### src/logic/eeprom_bus_pkg.sv
`default_nettype none

package eeprom_bus_pkg;

    // upper nibble of the control byte
    localparam logic [3:0] DEV_CODE = 4'b1010;

    typedef enum logic [1:0]
    {
        COND_START   = 2'd0,
        COND_RESTART = 2'd1,
        COND_STOP    = 2'd2
    } cond_op_t;

    typedef enum logic
    {
        BYTE_SEND = 1'b0,
        BYTE_RECV = 1'b1
    } byte_dir_t;

endpackage

`default_nettype wire

### src/logic/eeprom_cmd_pkg.sv
`default_nettype none

package eeprom_cmd_pkg;

    localparam int ADDR_W = 11; // 2 Kbyte array
    localparam int DATA_W = 8;

    typedef enum logic
    {
        CMD_WRITE = 1'b0,
        CMD_READ  = 1'b1
    } cmd_op_t;

    // one buffered host command, 20 bits
    typedef struct packed
    {
        cmd_op_t             op;
        logic [ADDR_W-1:0]   addr;
        logic [DATA_W-1:0]   wdata;
    } cmd_entry_t;

endpackage

`default_nettype wire
### src/logic/eeprom_ctrl_top.sv
`timescale 1ns/1ps
`default_nettype none

module eeprom_ctrl_top #(
    parameter int CMD_DEPTH   = 4,
    parameter int RSP_CREDITS = 2,
    parameter int QTR_CYCLES  = 4
) (
    input  wire                                 CLK,
    input  wire                                 RESET,
    input  wire                                 cmd_valid,
    input  wire eeprom_cmd_pkg::cmd_op_t        cmd_op,
    input  wire [eeprom_cmd_pkg::ADDR_W-1:0]    cmd_addr,
    input  wire [eeprom_cmd_pkg::DATA_W-1:0]    cmd_wdata,
    output logic                                cmd_credit,
    output logic                                rsp_valid,
    output logic [eeprom_cmd_pkg::DATA_W-1:0]   rsp_rdata,
    output logic                                rsp_nack,
    input  wire                                 rsp_credit,
    output logic                                scl_low,
    output logic                                sda_low,
    input  wire                                 sda_in
);

    logic                       ent_valid;
    logic                       ent_take;
    eeprom_cmd_pkg::cmd_entry_t ent_data;
    logic                       qtick;
    logic                       cond_go;
    logic                       cond_done;
    eeprom_bus_pkg::cond_op_t   cond_op;
    logic                       byte_go;
    logic                       byte_done;
    eeprom_bus_pkg::byte_dir_t  byte_dir;
    logic [7:0]                 byte_tx;
    logic [7:0]                 byte_rx;
    logic                       ack_out;
    logic                       ack_in;
    logic                       cg_scl_low;
    logic                       cg_sda_low;
    logic                       cg_active;
    logic                       bs_scl_low;
    logic                       bs_sda_low;
    logic                       bs_active;

    eeprom_cmd_fifo #(
        .CMD_DEPTH (CMD_DEPTH)
    ) u_fifo (
        .CLK        (CLK),
        .RESET      (RESET),
        .cmd_valid  (cmd_valid),
        .cmd_op     (cmd_op),
        .cmd_addr   (cmd_addr),
        .cmd_wdata  (cmd_wdata),
        .ent_take   (ent_take),
        .cmd_credit (cmd_credit),
        .ent_valid  (ent_valid),
        .ent_data   (ent_data)
    );

    eeprom_sequencer #(
        .RSP_CREDITS (RSP_CREDITS),
        .QTR_CYCLES  (QTR_CYCLES)
    ) u_seq (
        .CLK        (CLK),
        .RESET      (RESET),
        .ent_valid  (ent_valid),
        .ent_data   (ent_data),
        .rsp_credit (rsp_credit),
        .cond_done  (cond_done),
        .byte_done  (byte_done),
        .byte_rx    (byte_rx),
        .ack_in     (ack_in),
        .cg_scl_low (cg_scl_low),
        .cg_sda_low (cg_sda_low),
        .cg_active  (cg_active),
        .bs_scl_low (bs_scl_low),
        .bs_sda_low (bs_sda_low),
        .bs_active  (bs_active),
        .ent_take   (ent_take),
        .rsp_valid  (rsp_valid),
        .rsp_rdata  (rsp_rdata),
        .rsp_nack   (rsp_nack),
        .qtick      (qtick),
        .cond_go    (cond_go),
        .cond_op    (cond_op),
        .byte_go    (byte_go),
        .byte_dir   (byte_dir),
        .byte_tx    (byte_tx),
        .ack_out    (ack_out),
        .scl_low    (scl_low),
        .sda_low    (sda_low)
    );

    eeprom_cond_gen u_cond (
        .CLK        (CLK),
        .RESET      (RESET),
        .qtick      (qtick),
        .cond_go    (cond_go),
        .cond_op    (cond_op),
        .cond_done  (cond_done),
        .cg_scl_low (cg_scl_low),
        .cg_sda_low (cg_sda_low),
        .cg_active  (cg_active)
    );

    eeprom_byte_shifter u_shift (
        .CLK        (CLK),
        .RESET      (RESET),
        .qtick      (qtick),
        .byte_go    (byte_go),
        .byte_dir   (byte_dir),
        .byte_tx    (byte_tx),
        .ack_out    (ack_out),
        .sda_in     (sda_in),
        .byte_done  (byte_done),
        .byte_rx    (byte_rx),
        .ack_in     (ack_in),
        .bs_scl_low (bs_scl_low),
        .bs_sda_low (bs_sda_low),
        .bs_active  (bs_active)
    );

endmodule

`default_nettype wire

### src/logic/eeprom_sequencer.sv
`timescale 1ns/1ps
`default_nettype none

module eeprom_sequencer #(
    parameter int RSP_CREDITS = 2,
    parameter int QTR_CYCLES  = 4
) (
    input  wire                                 CLK,
    input  wire                                 RESET,
    input  wire                                 ent_valid,
    input  wire eeprom_cmd_pkg::cmd_entry_t     ent_data,
    input  wire                                 rsp_credit,
    input  wire                                 cond_done,
    input  wire                                 byte_done,
    input  wire [7:0]                           byte_rx,
    input  wire                                 ack_in,
    input  wire                                 cg_scl_low,
    input  wire                                 cg_sda_low,
    input  wire                                 cg_active,
    input  wire                                 bs_scl_low,
    input  wire                                 bs_sda_low,
    input  wire                                 bs_active,
    output logic                                ent_take,
    output logic                                rsp_valid,
    output logic [eeprom_cmd_pkg::DATA_W-1:0]   rsp_rdata,
    output logic                                rsp_nack,
    output logic                                qtick,
    output logic                                cond_go,
    output eeprom_bus_pkg::cond_op_t            cond_op,
    output logic                                byte_go,
    output eeprom_bus_pkg::byte_dir_t           byte_dir,
    output logic [7:0]                          byte_tx,
    output logic                                ack_out,
    output logic                                scl_low,
    output logic                                sda_low
);

    localparam int CNT_W = $clog2(RSP_CREDITS + 1);
    localparam int Q_W   = $clog2(QTR_CYCLES);

    typedef enum logic [3:0]
    {
        ST_IDLE,
        ST_START,
        ST_CTRL_W,
        ST_ADDR,
        ST_DATA_W,
        ST_RESTART,
        ST_CTRL_R,
        ST_DATA_R,
        ST_STOP
    } state_t;

    state_t                     state;
    state_t                     next_state;
    logic                       launch; // start the engine for the new phase
    logic                       is_cond;
    logic [CNT_W-1:0]           rsp_cnt;
    logic [Q_W-1:0]             qcnt;
    eeprom_cmd_pkg::cmd_entry_t cmd;

    assign ent_take = (state == ST_IDLE) && ent_valid && (rsp_cnt != '0) && !rsp_valid;

    always_comb
    begin
        case (state)
            ST_START:   next_state = ST_CTRL_W;
            ST_CTRL_W:  next_state = ST_ADDR;
            ST_ADDR:    next_state = (cmd.op == eeprom_cmd_pkg::CMD_WRITE) ? ST_DATA_W
                                                                            : ST_RESTART;
            ST_DATA_W:  next_state = ST_STOP;
            ST_RESTART: next_state = ST_CTRL_R;
            ST_CTRL_R:  next_state = ST_DATA_R;
            ST_DATA_R:  next_state = ST_STOP;
            default:    next_state = ST_IDLE;
        endcase
        if (byte_done && byte_dir == eeprom_bus_pkg::BYTE_SEND && !ack_in)
            next_state = ST_STOP; // no ack, finish with a stop
    end

    always_ff @(posedge CLK)
    begin
        if (RESET)
        begin
            state     <= ST_IDLE;
            launch    <= 1'b0;
            rsp_valid <= 1'b0;
            rsp_cnt   <= CNT_W'(RSP_CREDITS);
        end
        else
        begin
            launch    <= 1'b0;
            rsp_valid <= 1'b0;
            rsp_cnt   <= rsp_cnt + CNT_W'(rsp_credit) - CNT_W'(rsp_valid);
            if (ent_take)
            begin
                state  <= ST_START;
                launch <= 1'b1;
            end
            else if (cond_done || byte_done)
            begin
                state     <= next_state;
                launch    <= (state != ST_STOP);
                rsp_valid <= (state == ST_STOP);
            end
        end
    end

    always_ff @(posedge CLK)
    begin
        if (ent_take)
        begin
            cmd       <= ent_data;
            rsp_nack  <= 1'b0;
            rsp_rdata <= '0;
        end
        else if (byte_done)
        begin
            if (byte_dir == eeprom_bus_pkg::BYTE_SEND && !ack_in)
                rsp_nack <= 1'b1;
            if (state == ST_DATA_R)
                rsp_rdata <= byte_rx;
        end
    end

    assign is_cond = (state == ST_START) || (state == ST_RESTART) || (state == ST_STOP);
    assign cond_go = launch && is_cond;
    assign byte_go = launch && !is_cond;
    assign ack_out = 1'b0; // single byte read ends with a master nack

    always_comb
    begin
        case (state)
            ST_RESTART: cond_op = eeprom_bus_pkg::COND_RESTART;
            ST_STOP:    cond_op = eeprom_bus_pkg::COND_STOP;
            default:    cond_op = eeprom_bus_pkg::COND_START;
        endcase
        byte_dir = (state == ST_DATA_R) ? eeprom_bus_pkg::BYTE_RECV : eeprom_bus_pkg::BYTE_SEND;
        case (state)
            ST_CTRL_W: byte_tx = {eeprom_bus_pkg::DEV_CODE, cmd.addr[10:8], 1'b0};
            ST_ADDR:   byte_tx = cmd.addr[7:0];
            ST_DATA_W: byte_tx = cmd.wdata;
            ST_CTRL_R: byte_tx = {eeprom_bus_pkg::DEV_CODE, cmd.addr[10:8], 1'b1};
            default:   byte_tx = '0;
        endcase
    end

    // quarter timer, realigned on every engine start
    always_ff @(posedge CLK)
    begin
        if (RESET || launch || qtick)
            qcnt <= '0;
        else
            qcnt <= qcnt + 1'b1;
    end

    assign qtick = (qcnt == Q_W'(QTR_CYCLES - 1));

    always_ff @(posedge CLK)
    begin
        if (RESET)
        begin
            scl_low <= 1'b0;
            sda_low <= 1'b0;
        end
        else if (cg_active)
        begin
            scl_low <= cg_scl_low;
            sda_low <= cg_sda_low;
        end
        else if (bs_active)
        begin
            scl_low <= bs_scl_low;
            sda_low <= bs_sda_low;
        end
        else
            sda_low <= 1'b0; // scl keeps its level between phases
    end

endmodule

`default_nettype wire

### src/logic/eeprom_byte_shifter.sv
`timescale 1ns/1ps
`default_nettype none

module eeprom_byte_shifter (
    input  wire                             CLK,
    input  wire                             RESET,
    input  wire                             qtick,
    input  wire                             byte_go,
    input  wire eeprom_bus_pkg::byte_dir_t  byte_dir,
    input  wire [7:0]                       byte_tx,
    input  wire                             ack_out,
    input  wire                             sda_in,
    output logic                            byte_done,
    output logic [7:0]                      byte_rx,
    output logic                            ack_in,
    output logic                            bs_scl_low,
    output logic                            bs_sda_low,
    output logic                            bs_active
);

    eeprom_bus_pkg::byte_dir_t dir;
    logic [7:0]                tx_sr;
    logic                      ack_r;   // master ack for a received byte
    logic [3:0]                bit_cnt; // 0..7 data, 8 ack slot
    logic [1:0]                q;
    logic                      ack_slot;

    assign ack_slot = (bit_cnt == 4'd8);

    always_ff @(posedge CLK)
    begin
        if (RESET)
        begin
            bs_active <= 1'b0;
            byte_done <= 1'b0;
            bit_cnt   <= '0;
            q         <= '0;
        end
        else
        begin
            byte_done <= 1'b0;
            if (byte_go)
            begin
                bs_active <= 1'b1;
                bit_cnt   <= '0;
                q         <= '0;
            end
            else if (bs_active && qtick)
            begin
                q <= q + 1'b1;
                if (q == 2'd3)
                begin
                    if (ack_slot)
                    begin
                        bs_active <= 1'b0;
                        byte_done <= 1'b1;
                    end
                    else
                        bit_cnt <= bit_cnt + 1'b1;
                end
            end
        end
    end

    always_ff @(posedge CLK)
    begin
        if (byte_go)
        begin
            dir   <= byte_dir;
            tx_sr <= byte_tx;
            ack_r <= ack_out;
        end
        else if (bs_active && qtick)
        begin
            if (q == 2'd1) // middle of scl high
            begin
                if (ack_slot)
                    ack_in <= ~sda_in;
                else
                    byte_rx <= {byte_rx[6:0], sda_in};
            end
            if (q == 2'd3)
                tx_sr <= {tx_sr[6:0], 1'b0}; // next bit while scl low
        end
    end

    assign bs_scl_low = (q == 2'd0) || (q == 2'd3);

    always_comb
    begin
        if (dir == eeprom_bus_pkg::BYTE_SEND)
            bs_sda_low = !ack_slot && !tx_sr[7]; // slave drives the ack
        else
            bs_sda_low = ack_slot && ack_r;
    end

endmodule

`default_nettype wire

### src/logic/eeprom_cond_gen.sv
`timescale 1ns/1ps
`default_nettype none

module eeprom_cond_gen (
    input  wire                             CLK,
    input  wire                             RESET,
    input  wire                             qtick,
    input  wire                             cond_go,
    input  wire eeprom_bus_pkg::cond_op_t   cond_op,
    output logic                            cond_done,
    output logic                            cg_scl_low,
    output logic                            cg_sda_low,
    output logic                            cg_active
);

    eeprom_bus_pkg::cond_op_t op;
    logic [1:0]               q; // quarter within the condition

    always_ff @(posedge CLK)
    begin
        if (RESET)
        begin
            cg_active <= 1'b0;
            cond_done <= 1'b0;
            q         <= '0;
        end
        else
        begin
            cond_done <= 1'b0;
            if (cond_go)
            begin
                cg_active <= 1'b1;
                q         <= '0;
            end
            else if (cg_active && qtick)
            begin
                if (q == 2'd3)
                begin
                    cg_active <= 1'b0;
                    cond_done <= 1'b1;
                end
                else
                    q <= q + 1'b1;
            end
        end
    end

    always_ff @(posedge CLK)
    begin
        if (cond_go)
            op <= cond_op;
    end

    // start:   released, released, sda low, scl low
    // restart: same, but scl still low in the first quarter
    // stop:    both low, scl up, scl up, sda up
    always_comb
    begin
        if (op == eeprom_bus_pkg::COND_STOP)
        begin
            cg_scl_low = (q == 2'd0);
            cg_sda_low = (q != 2'd3);
        end
        else
        begin
            cg_scl_low = (q == 2'd3) || (q == 2'd0 && op == eeprom_bus_pkg::COND_RESTART);
            cg_sda_low = (q >= 2'd2);
        end
    end

endmodule

`default_nettype wire

### src/logic/eeprom_cmd_fifo.sv
`timescale 1ns/1ps
`default_nettype none

module eeprom_cmd_fifo #(
    parameter int CMD_DEPTH = 4
) (
    input  wire                                 CLK,
    input  wire                                 RESET,
    input  wire                                 cmd_valid,
    input  wire eeprom_cmd_pkg::cmd_op_t        cmd_op,
    input  wire [eeprom_cmd_pkg::ADDR_W-1:0]    cmd_addr,
    input  wire [eeprom_cmd_pkg::DATA_W-1:0]    cmd_wdata,
    input  wire                                 ent_take,
    output logic                                cmd_credit,
    output logic                                ent_valid,
    output eeprom_cmd_pkg::cmd_entry_t          ent_data
);

    localparam int IDX_W = (CMD_DEPTH > 1) ? $clog2(CMD_DEPTH) : 1;
    localparam int CNT_W = $clog2(CMD_DEPTH + 1);

    eeprom_cmd_pkg::cmd_entry_t mem [CMD_DEPTH];
    logic [IDX_W-1:0] wr_idx;
    logic [IDX_W-1:0] rd_idx;
    logic [CNT_W-1:0] count;

    function automatic logic [IDX_W-1:0] idx_next(input logic [IDX_W-1:0] idx);
        return (idx == IDX_W'(CMD_DEPTH - 1)) ? '0 : idx + 1'b1;
    endfunction

    always_ff @(posedge CLK)
    begin
        if (cmd_valid)
            mem[wr_idx] <= '{op: cmd_op, addr: cmd_addr, wdata: cmd_wdata};
    end

    always_ff @(posedge CLK)
    begin
        if (RESET)
        begin
            wr_idx     <= '0;
            rd_idx     <= '0;
            count      <= '0;
            cmd_credit <= 1'b0;
        end
        else
        begin
            cmd_credit <= ent_take; // credit goes back once the slot is free
            if (cmd_valid)
                wr_idx <= idx_next(wr_idx);
            if (ent_take)
                rd_idx <= idx_next(rd_idx);
            count <= count + CNT_W'(cmd_valid) - CNT_W'(ent_take);
        end
    end

    assign ent_valid = (count != '0);
    assign ent_data  = mem[rd_idx];

endmodule

`default_nettype wire

### config.mk
export PLATFORM = sky130hd
export DESIGN_NAME = eeprom_ctrl_top
export DESIGN_NICKNAME = d
export VERILOG_FILES = /design/src/logic/eeprom_bus_pkg.sv /design/src/logic/eeprom_cmd_pkg.sv /design/src/logic/eeprom_ctrl_top.sv /design/src/logic/eeprom_sequencer.sv /design/src/logic/eeprom_byte_shifter.sv /design/src/logic/eeprom_cond_gen.sv /design/src/logic/eeprom_cmd_fifo.sv
export SDC_FILE = /design/constraint.sdc
export NUM_CORES = 1
export LEC_CHECK = 0
export BUFFER_PORTS_ARGS = -buffer_cell sky130_fd_sc_hd__buf_2
export CORE_UTILIZATION = 30
export DETAILED_ROUTE_END_ITERATION = 8
export PLACE_DENSITY_LB_ADDON = 0.08
export SLEW_MARGIN = 30
export SYNTH_ARGS = -nofsm -noshare
export SYNTH_HDL_FRONTEND = slang
export SYNTH_SLANG_ARGS = --single-unit
### constraint.sdc
create_clock -name CLK -period 3.35 [get_ports CLK]
set_clock_uncertainty 0.2 [all_clocks]
set_input_delay 0.67 -clock CLK [delete_from_list [all_inputs] [get_ports CLK]]
set_output_delay 0.67 -clock CLK [all_outputs]
set_load 0.01 [all_outputs]
Yosys cells after proc, flatten, opt, wreduce, memory -nomap -nowiden. Memory sizes are Yosys's and may differ from the RTL's. A register that Yosys moved wholly into a read port is not among the register bits. Index checks and enable logic that the tools add are counted.

Multiplexer cells: 33. Order comparisons: 1. Bitwise logic cells: 9. Reduce and logical (&&, ||, !) cells: 52. Add/sub/neg operators: 10. Equal/unequal tests: 19.

Operators by type and width (count): $pmux W8 S4 (1); $mux W1 (24); $mux W8 (3); $pmux W4 S6 (1); $eq A4 B3 Y1 const B (4); $reduce_bool A2 Y1 (8); $eq A2 B2 Y1 const B (6); $logic_and A1 B1 Y1 (12); $add A2 B1 Y2 const B (5); $reduce_and A2 Y1 (5); $not A1 Y1 (9); $eq A4 B2 Y1 const B (2); $eq A4 B4 Y1 const B (2); $reduce_and A4 Y1 (2); $reduce_or A2 Y1 (4); $logic_or A1 B1 Y1 (7); $reduce_and A3 Y1 (2); $reduce_or A3 Y1 (2); $logic_not A1 Y1 (5); $add A4 B1 Y4 const B (1); $eq A2 B1 Y1 const B (2); $eq A4 B1 Y1 const B (1); $logic_not A2 Y1 (2); $logic_not A4 Y1 (1); 12 further kinds (13).

Memory bits (writable): 80. Output and inout bits: 13. Word-level logic and storage cells: 151. Flip-flop bits (word level): 61. Input bits: 25. Memories: 1.

Memory list: u_fifo.mem (words 4, width 20, read ports 1, clocked after Yosys merged registers in 1, write ports 1, line eeprom_cmd_fifo.sv:22) `eeprom_cmd_pkg::cmd_entry_t mem [CMD_DEPTH];`.

Logic depth before layout (Yosys ltp).
Word-level depth: 8. Mapped depth: 13. Depth with buffers taken out: 10.

Cells and area by module. A second synthesis with hierarchy kept.

Cells, all modules: 419. Area, all modules: 6493.7 µm².

By module, submodules not included: eeprom_cmd_fifo (seq. area each 2602.5 µm², area an instance 3353.2 µm², cells an instance 147, instances 1); eeprom_sequencer (seq. area each 1021.0 µm², area an instance 1745.4 µm², cells an instance 166, instances 1); eeprom_byte_shifter (seq. area each 730.7 µm², area an instance 1084.8 µm², cells an instance 79, instances 1); eeprom_cond_gen (seq. area each 140.1 µm², area an instance 310.3 µm², cells an instance 27, instances 1).

Worst setup path after synthesis. OpenSTA, ideal clock, no wires.

Kind: register to register. Start point: register u_seq.state[0]. End point: register u_fifo.count[2]. Library setup time: 128 ps. Arrival: 2649 ps. Setup slack: 373 ps. Period minus slack after synthesis: 2977 ps. Stages on the path, launching flop included: 14. Cells stage by stage: dfxtp_1 -> buf_6 -> nor3_1 -> nor4bb_1 -> buf_2 -> buf_2 -> ha_1 -> inv_1 -> ha_1 -> inv_1 -> fa_1 -> xor2_1 -> xnor2_1 -> nor2_1.

Word-level cells in the longest chain between the ends: 5.

Ends and longest elaborated chain: from (decl) (line eeprom_sequencer.sv:54) `state_t state;`; from (signal assigned) (line eeprom_sequencer.sv:102) `state <= next_state;`; $logic_not A4 Y1 (line eeprom_sequencer.sv:62) `assign ent_take = (state == ST_IDLE) && ent_valid && (rsp_cnt != '0) && !rsp_valid;`; $logic_and A1 B1 Y1 (3 in a row) (line eeprom_sequencer.sv:62); net ent_take (line eeprom_ctrl_top.sv:26) `logic ent_take;`; $sub A3 B1 Y3 (line eeprom_cmd_fifo.sv:53) `count <= count + CNT_W'(cmd_valid) - CNT_W'(ent_take);`; to (signal assigned) (line eeprom_cmd_fifo.sv:53); to (decl) (line eeprom_cmd_fifo.sv:25) `logic [CNT_W-1:0] count;`.

The timed path passes the listed nets, and every way through them passes these cells. A chain may end at the register's enable or synchronous reset.

Worst setup path in the final report.
Start point: register u_seq.state[0]. End point: register u_fifo.count[2].

Word-level cells in the longest chain between the ends: 5.

Ends and longest elaborated chain (line): $logic_not A4 Y1 (eeprom_sequencer.sv:62); $logic_and A1 B1 Y1 (3 in a row) (eeprom_sequencer.sv:62); $sub A3 B1 Y3 (eeprom_cmd_fifo.sv:53).

No other way between the ends.

==> summary.md <==
| Metric | Value |
|---|---|
| Worst Max-Slew Pin Slew | `609 ps` |
| Fillcell total | `1,984` |
| CP Launch Type | `flip-flop` |
| Area of the mapped netlist | `6370 um^2` |
| Number of vias per cell | `4.56` |
| Vias in the first global route | `3,552` |
| I/O Buffers | `37` |
| Ys flop type | `edfxtp_1` |
| Total core area | `20,500 um^2` |
| Clk sinks | `161` |
| Cts hold-fix bufs | `0` |
| Yosys warns | `0` |
| Outcome | `finished, final reports clean` |
| WL/cell | `16.0 um` |
| Finished Cell Area | `7430 um^2` |
| Cell variety after synth | `52` |
| Total Neg Setup Slack | `0 ps` |
| Tot GR Track Use | `0.119` |
| N_diodes | `0` |
| Drt drc | `0` |
| Final-report setup violation count | `0` |
| Post-synth top area share | `0.566` |
| Clock root buffer | `clkbuf_16` |
| CTS clk-pin slew, worst paths | `60 ps` |
| Place WS | `679 ps` |
| Mapped Cells | `416` |
| Overflow after GRT | `0` |
| Vias | `3,403` |
| Post-synth ARST share | `0` |
| Setup Buffers After CTS | `0` |
| Max cap viols | `0` |
| Largest net degree at the start of global routing | `38` |
| Worst VDD drop | `0.420 mV` |
| Depth of the CTS H-tree | `4` |
| Die width | `148 um` |
| Largest cells by area after synthesis | `edfxtp_1, dfxtp_1, mux4_2` |
| Pwr Density | `732 nW/um^2` |
| Worst rel slew slack | `0.592` |
| Synth Register Bits | `161` |
| Unrepaired setup endpoints after global routing | `false` |
| Syn_nets | `459` |
| Worst-Skew Late Latency | `420 ps` |
| Slowest CP cell | `dfxtp_1` |
| First-pass iteration count of the detailed router | `4` |
| Starting DRT DRC Count | `215` |
| Fmax | `0.374 GHz` |
| PostCTS Resize Cnt | `0` |
| Die area | `21,800 um^2` |
| Critical path's largest stage delay | `500 ps` |
| Global-route wire length before repair | `19,300 um` |
| Layout cells sized above 1 | `0.231` |
| DP Wirelength | `7540 um` |
| CTS tree | `yes` |
| Final hold vios | `0` |
| CP endpoint kind | `flip-flop` |
| RePlAce Congestion | `0.700` |
| TritonCTS Buffers | `17` |
| Final worst path period share | `0.797` |
| Worst Path Required | `3430 ps` |
| Die Height | `148 um` |
| Largest area contributor in the netlist | `edfxtp_1` |
| Post-synth EDFFs | `120` |
| Worst Path Arrival | `2750 ps` |
| Num ports | `38` |
| Dpl cell area | `6870 um^2` |
| Mean post-synth cell area | `15.3 um^2` |
| Initial Util | `0.311` |
| HP Class | `reg2reg` |
| Area delta synth->final | `16.7%` |
| Crit-path cells | `nor3_1, nor4bb_4, ha_1, inv_1, ha_1, inv_1, fa_1, xor2_1, xnor2_1, nor2_1` |
| Row count | `52` |
| Clock buffer depth | `2` |
| Pleak | `2.57 nW` |
| Sequential area share after synthesis | `0.695` |
| Crit path time final | `2670 ps` |
| Antenna Nets Post-Route | `0` |
| Nets | `506` |
| Core occupancy in the finished layout | `0.363` |
| Slack of the critical path | `679 ps` |
| Maximum fanout along the worst path | `19` |
| CP Class | `reg2reg` |
| Wirelength, routed | `12,000 um` |
| Initial antenna violation count | `0` |
| Slew Viols, Final | `0` |
==> sequential cells by signal, indices dropped and copies added, names as in the netlist, 2 cells and up <==
name / flops
u_fifo.mem: 80
u_seq.cmd: 20
u_seq.rsp_rdata: 8
u_shift.byte_rx: 8
u_shift.tx_sr: 8
u_seq.state: 4
u_shift.bit_cnt: 4
u_fifo.count: 3
u_cond.op: 2
u_cond.q: 2
u_fifo.rd_idx: 2
u_fifo.wr_idx: 2
u_seq.qcnt: 2
u_seq.rsp_cnt: 2
u_shift.q: 2
==> final timing paths <==
check                                            startpoint                          to  slack (ps)  cells after the start
worst max-delay path            u_seq.state[0]$_SDFFE_PP0P_  u_fifo.count[2]$_SDFF_PP0_         680                     10
worst min-delay path               u_seq.qcnt[0]$_SDFF_PP0_    u_seq.qcnt[0]$_SDFF_PP0_         240                      1
worst max register to register  u_seq.state[0]$_SDFFE_PP0P_  u_fifo.count[2]$_SDFF_PP0_         680                     10
worst min register to register     u_seq.qcnt[0]$_SDFF_PP0_    u_seq.qcnt[0]$_SDFF_PP0_         240                      1
==> power by group <==
part | switching (W) | internal [W]
clock | 0.000787 | 0.00107
combinational | 0.000503 | 0.000427
sequential | 0.000150 | 0.00250
total | 0.00144 | 0.00400
==> Yosys cell counts (2+ instances only) <==
cell type and n:
mux2i_1 5, buf_4 2, nor2b_1 10, o311ai_0 2, and2_1 5, a211oi_1 3, edfxtp_1 120, a221o_2 3
xnor2_1 6, nor4b_1 2, inv_1 19, clkbuf_1 7, xor2_1 3, a21oi_1 22, nand4_1 2, nor2_1 27
or3b_2 2, a311oi_1 2, mux4_2 20, buf_2 5, nand2_1 27, dfxtp_1 41, a32oi_1 2, nor3_1 6
a22oi_1 3, ha_1 17, o21ai_0 9, nand3_1 13, nand3b_1 2, nand2b_1 7
==> metrics by stage <==
step / cells / power (W) / hold WS [ps]
finish: 746 / 0.00544 / 235
global route: 746 / 0.00573 / 246
CTS: 746 / 0.00555 / 237
detailed placement: 714 / 0.00366 / 228
global placement: 714 / 0.00365 / 217
floorplan: 416 / 0.00337 / 207
==> critical path, delay by kind of cell, from the launching register on <==
kind / cells / cell delay [ps]
buf+inv: 2 / 100
fa+ha+maj: 3 / 770
xor+xnor: 2 / 320
flops: 1 / 500
simple gates: 3 / 650
==> routing by layer <==
metal | routed length [um] | vias up | track usage
met5 | 0 | - | 0
met4 | 136 | 0 | 0.0495
met1 | 5480 | 1694 | 0.145
met3 | 362 | 8 | 0.0315
li1 | - | 1655 | -
met2 | 5980 | 46 | 0.199
==> cell families after synthesis <==
| group | synth area share |
|---|---|
| simple gates | 0.0983 |
| buf+inv | 0.0277 |
| mux | 0.0786 |
| fa+ha+maj | 0.0365 |
| flops | 0.695 |
| compound gates | 0.0517 |
| xor+xnor | 0.0124 |
==> cell usage in the layout (no fill, tap or decap), types with 5 or more instances in the layout <==
cell type	n
a21oi_1	22
nor2b_1	10
nor2_1	27
clkbuf_16	17
edfxtp_1	120
ha_1	17
nand2b_1	7
and2_1	5
nand3_1	13
nand2_1	27
xnor2_1	6
mux2i_1	5
nor3_1	6
o21ai_0	9
mux4_2	20
buf_2	37
inv_1	19
dfxtp_1	41
buf_4	7
==> cell type report <==
cell class                      instances  area (um^2)  share of cell area
Clock buffer                           22          464              0.0625
Clock inverter                         10          103              0.0138
Timing Repair Buffer                   44          238              0.0320
Tap cell                              270          338              0.0455
Inverter                               21         83.8              0.0113
Multi-Input combinational cell        218         1780               0.240
Sequential cell                       161         4420               0.595
(Power assumes the default switching activity.)
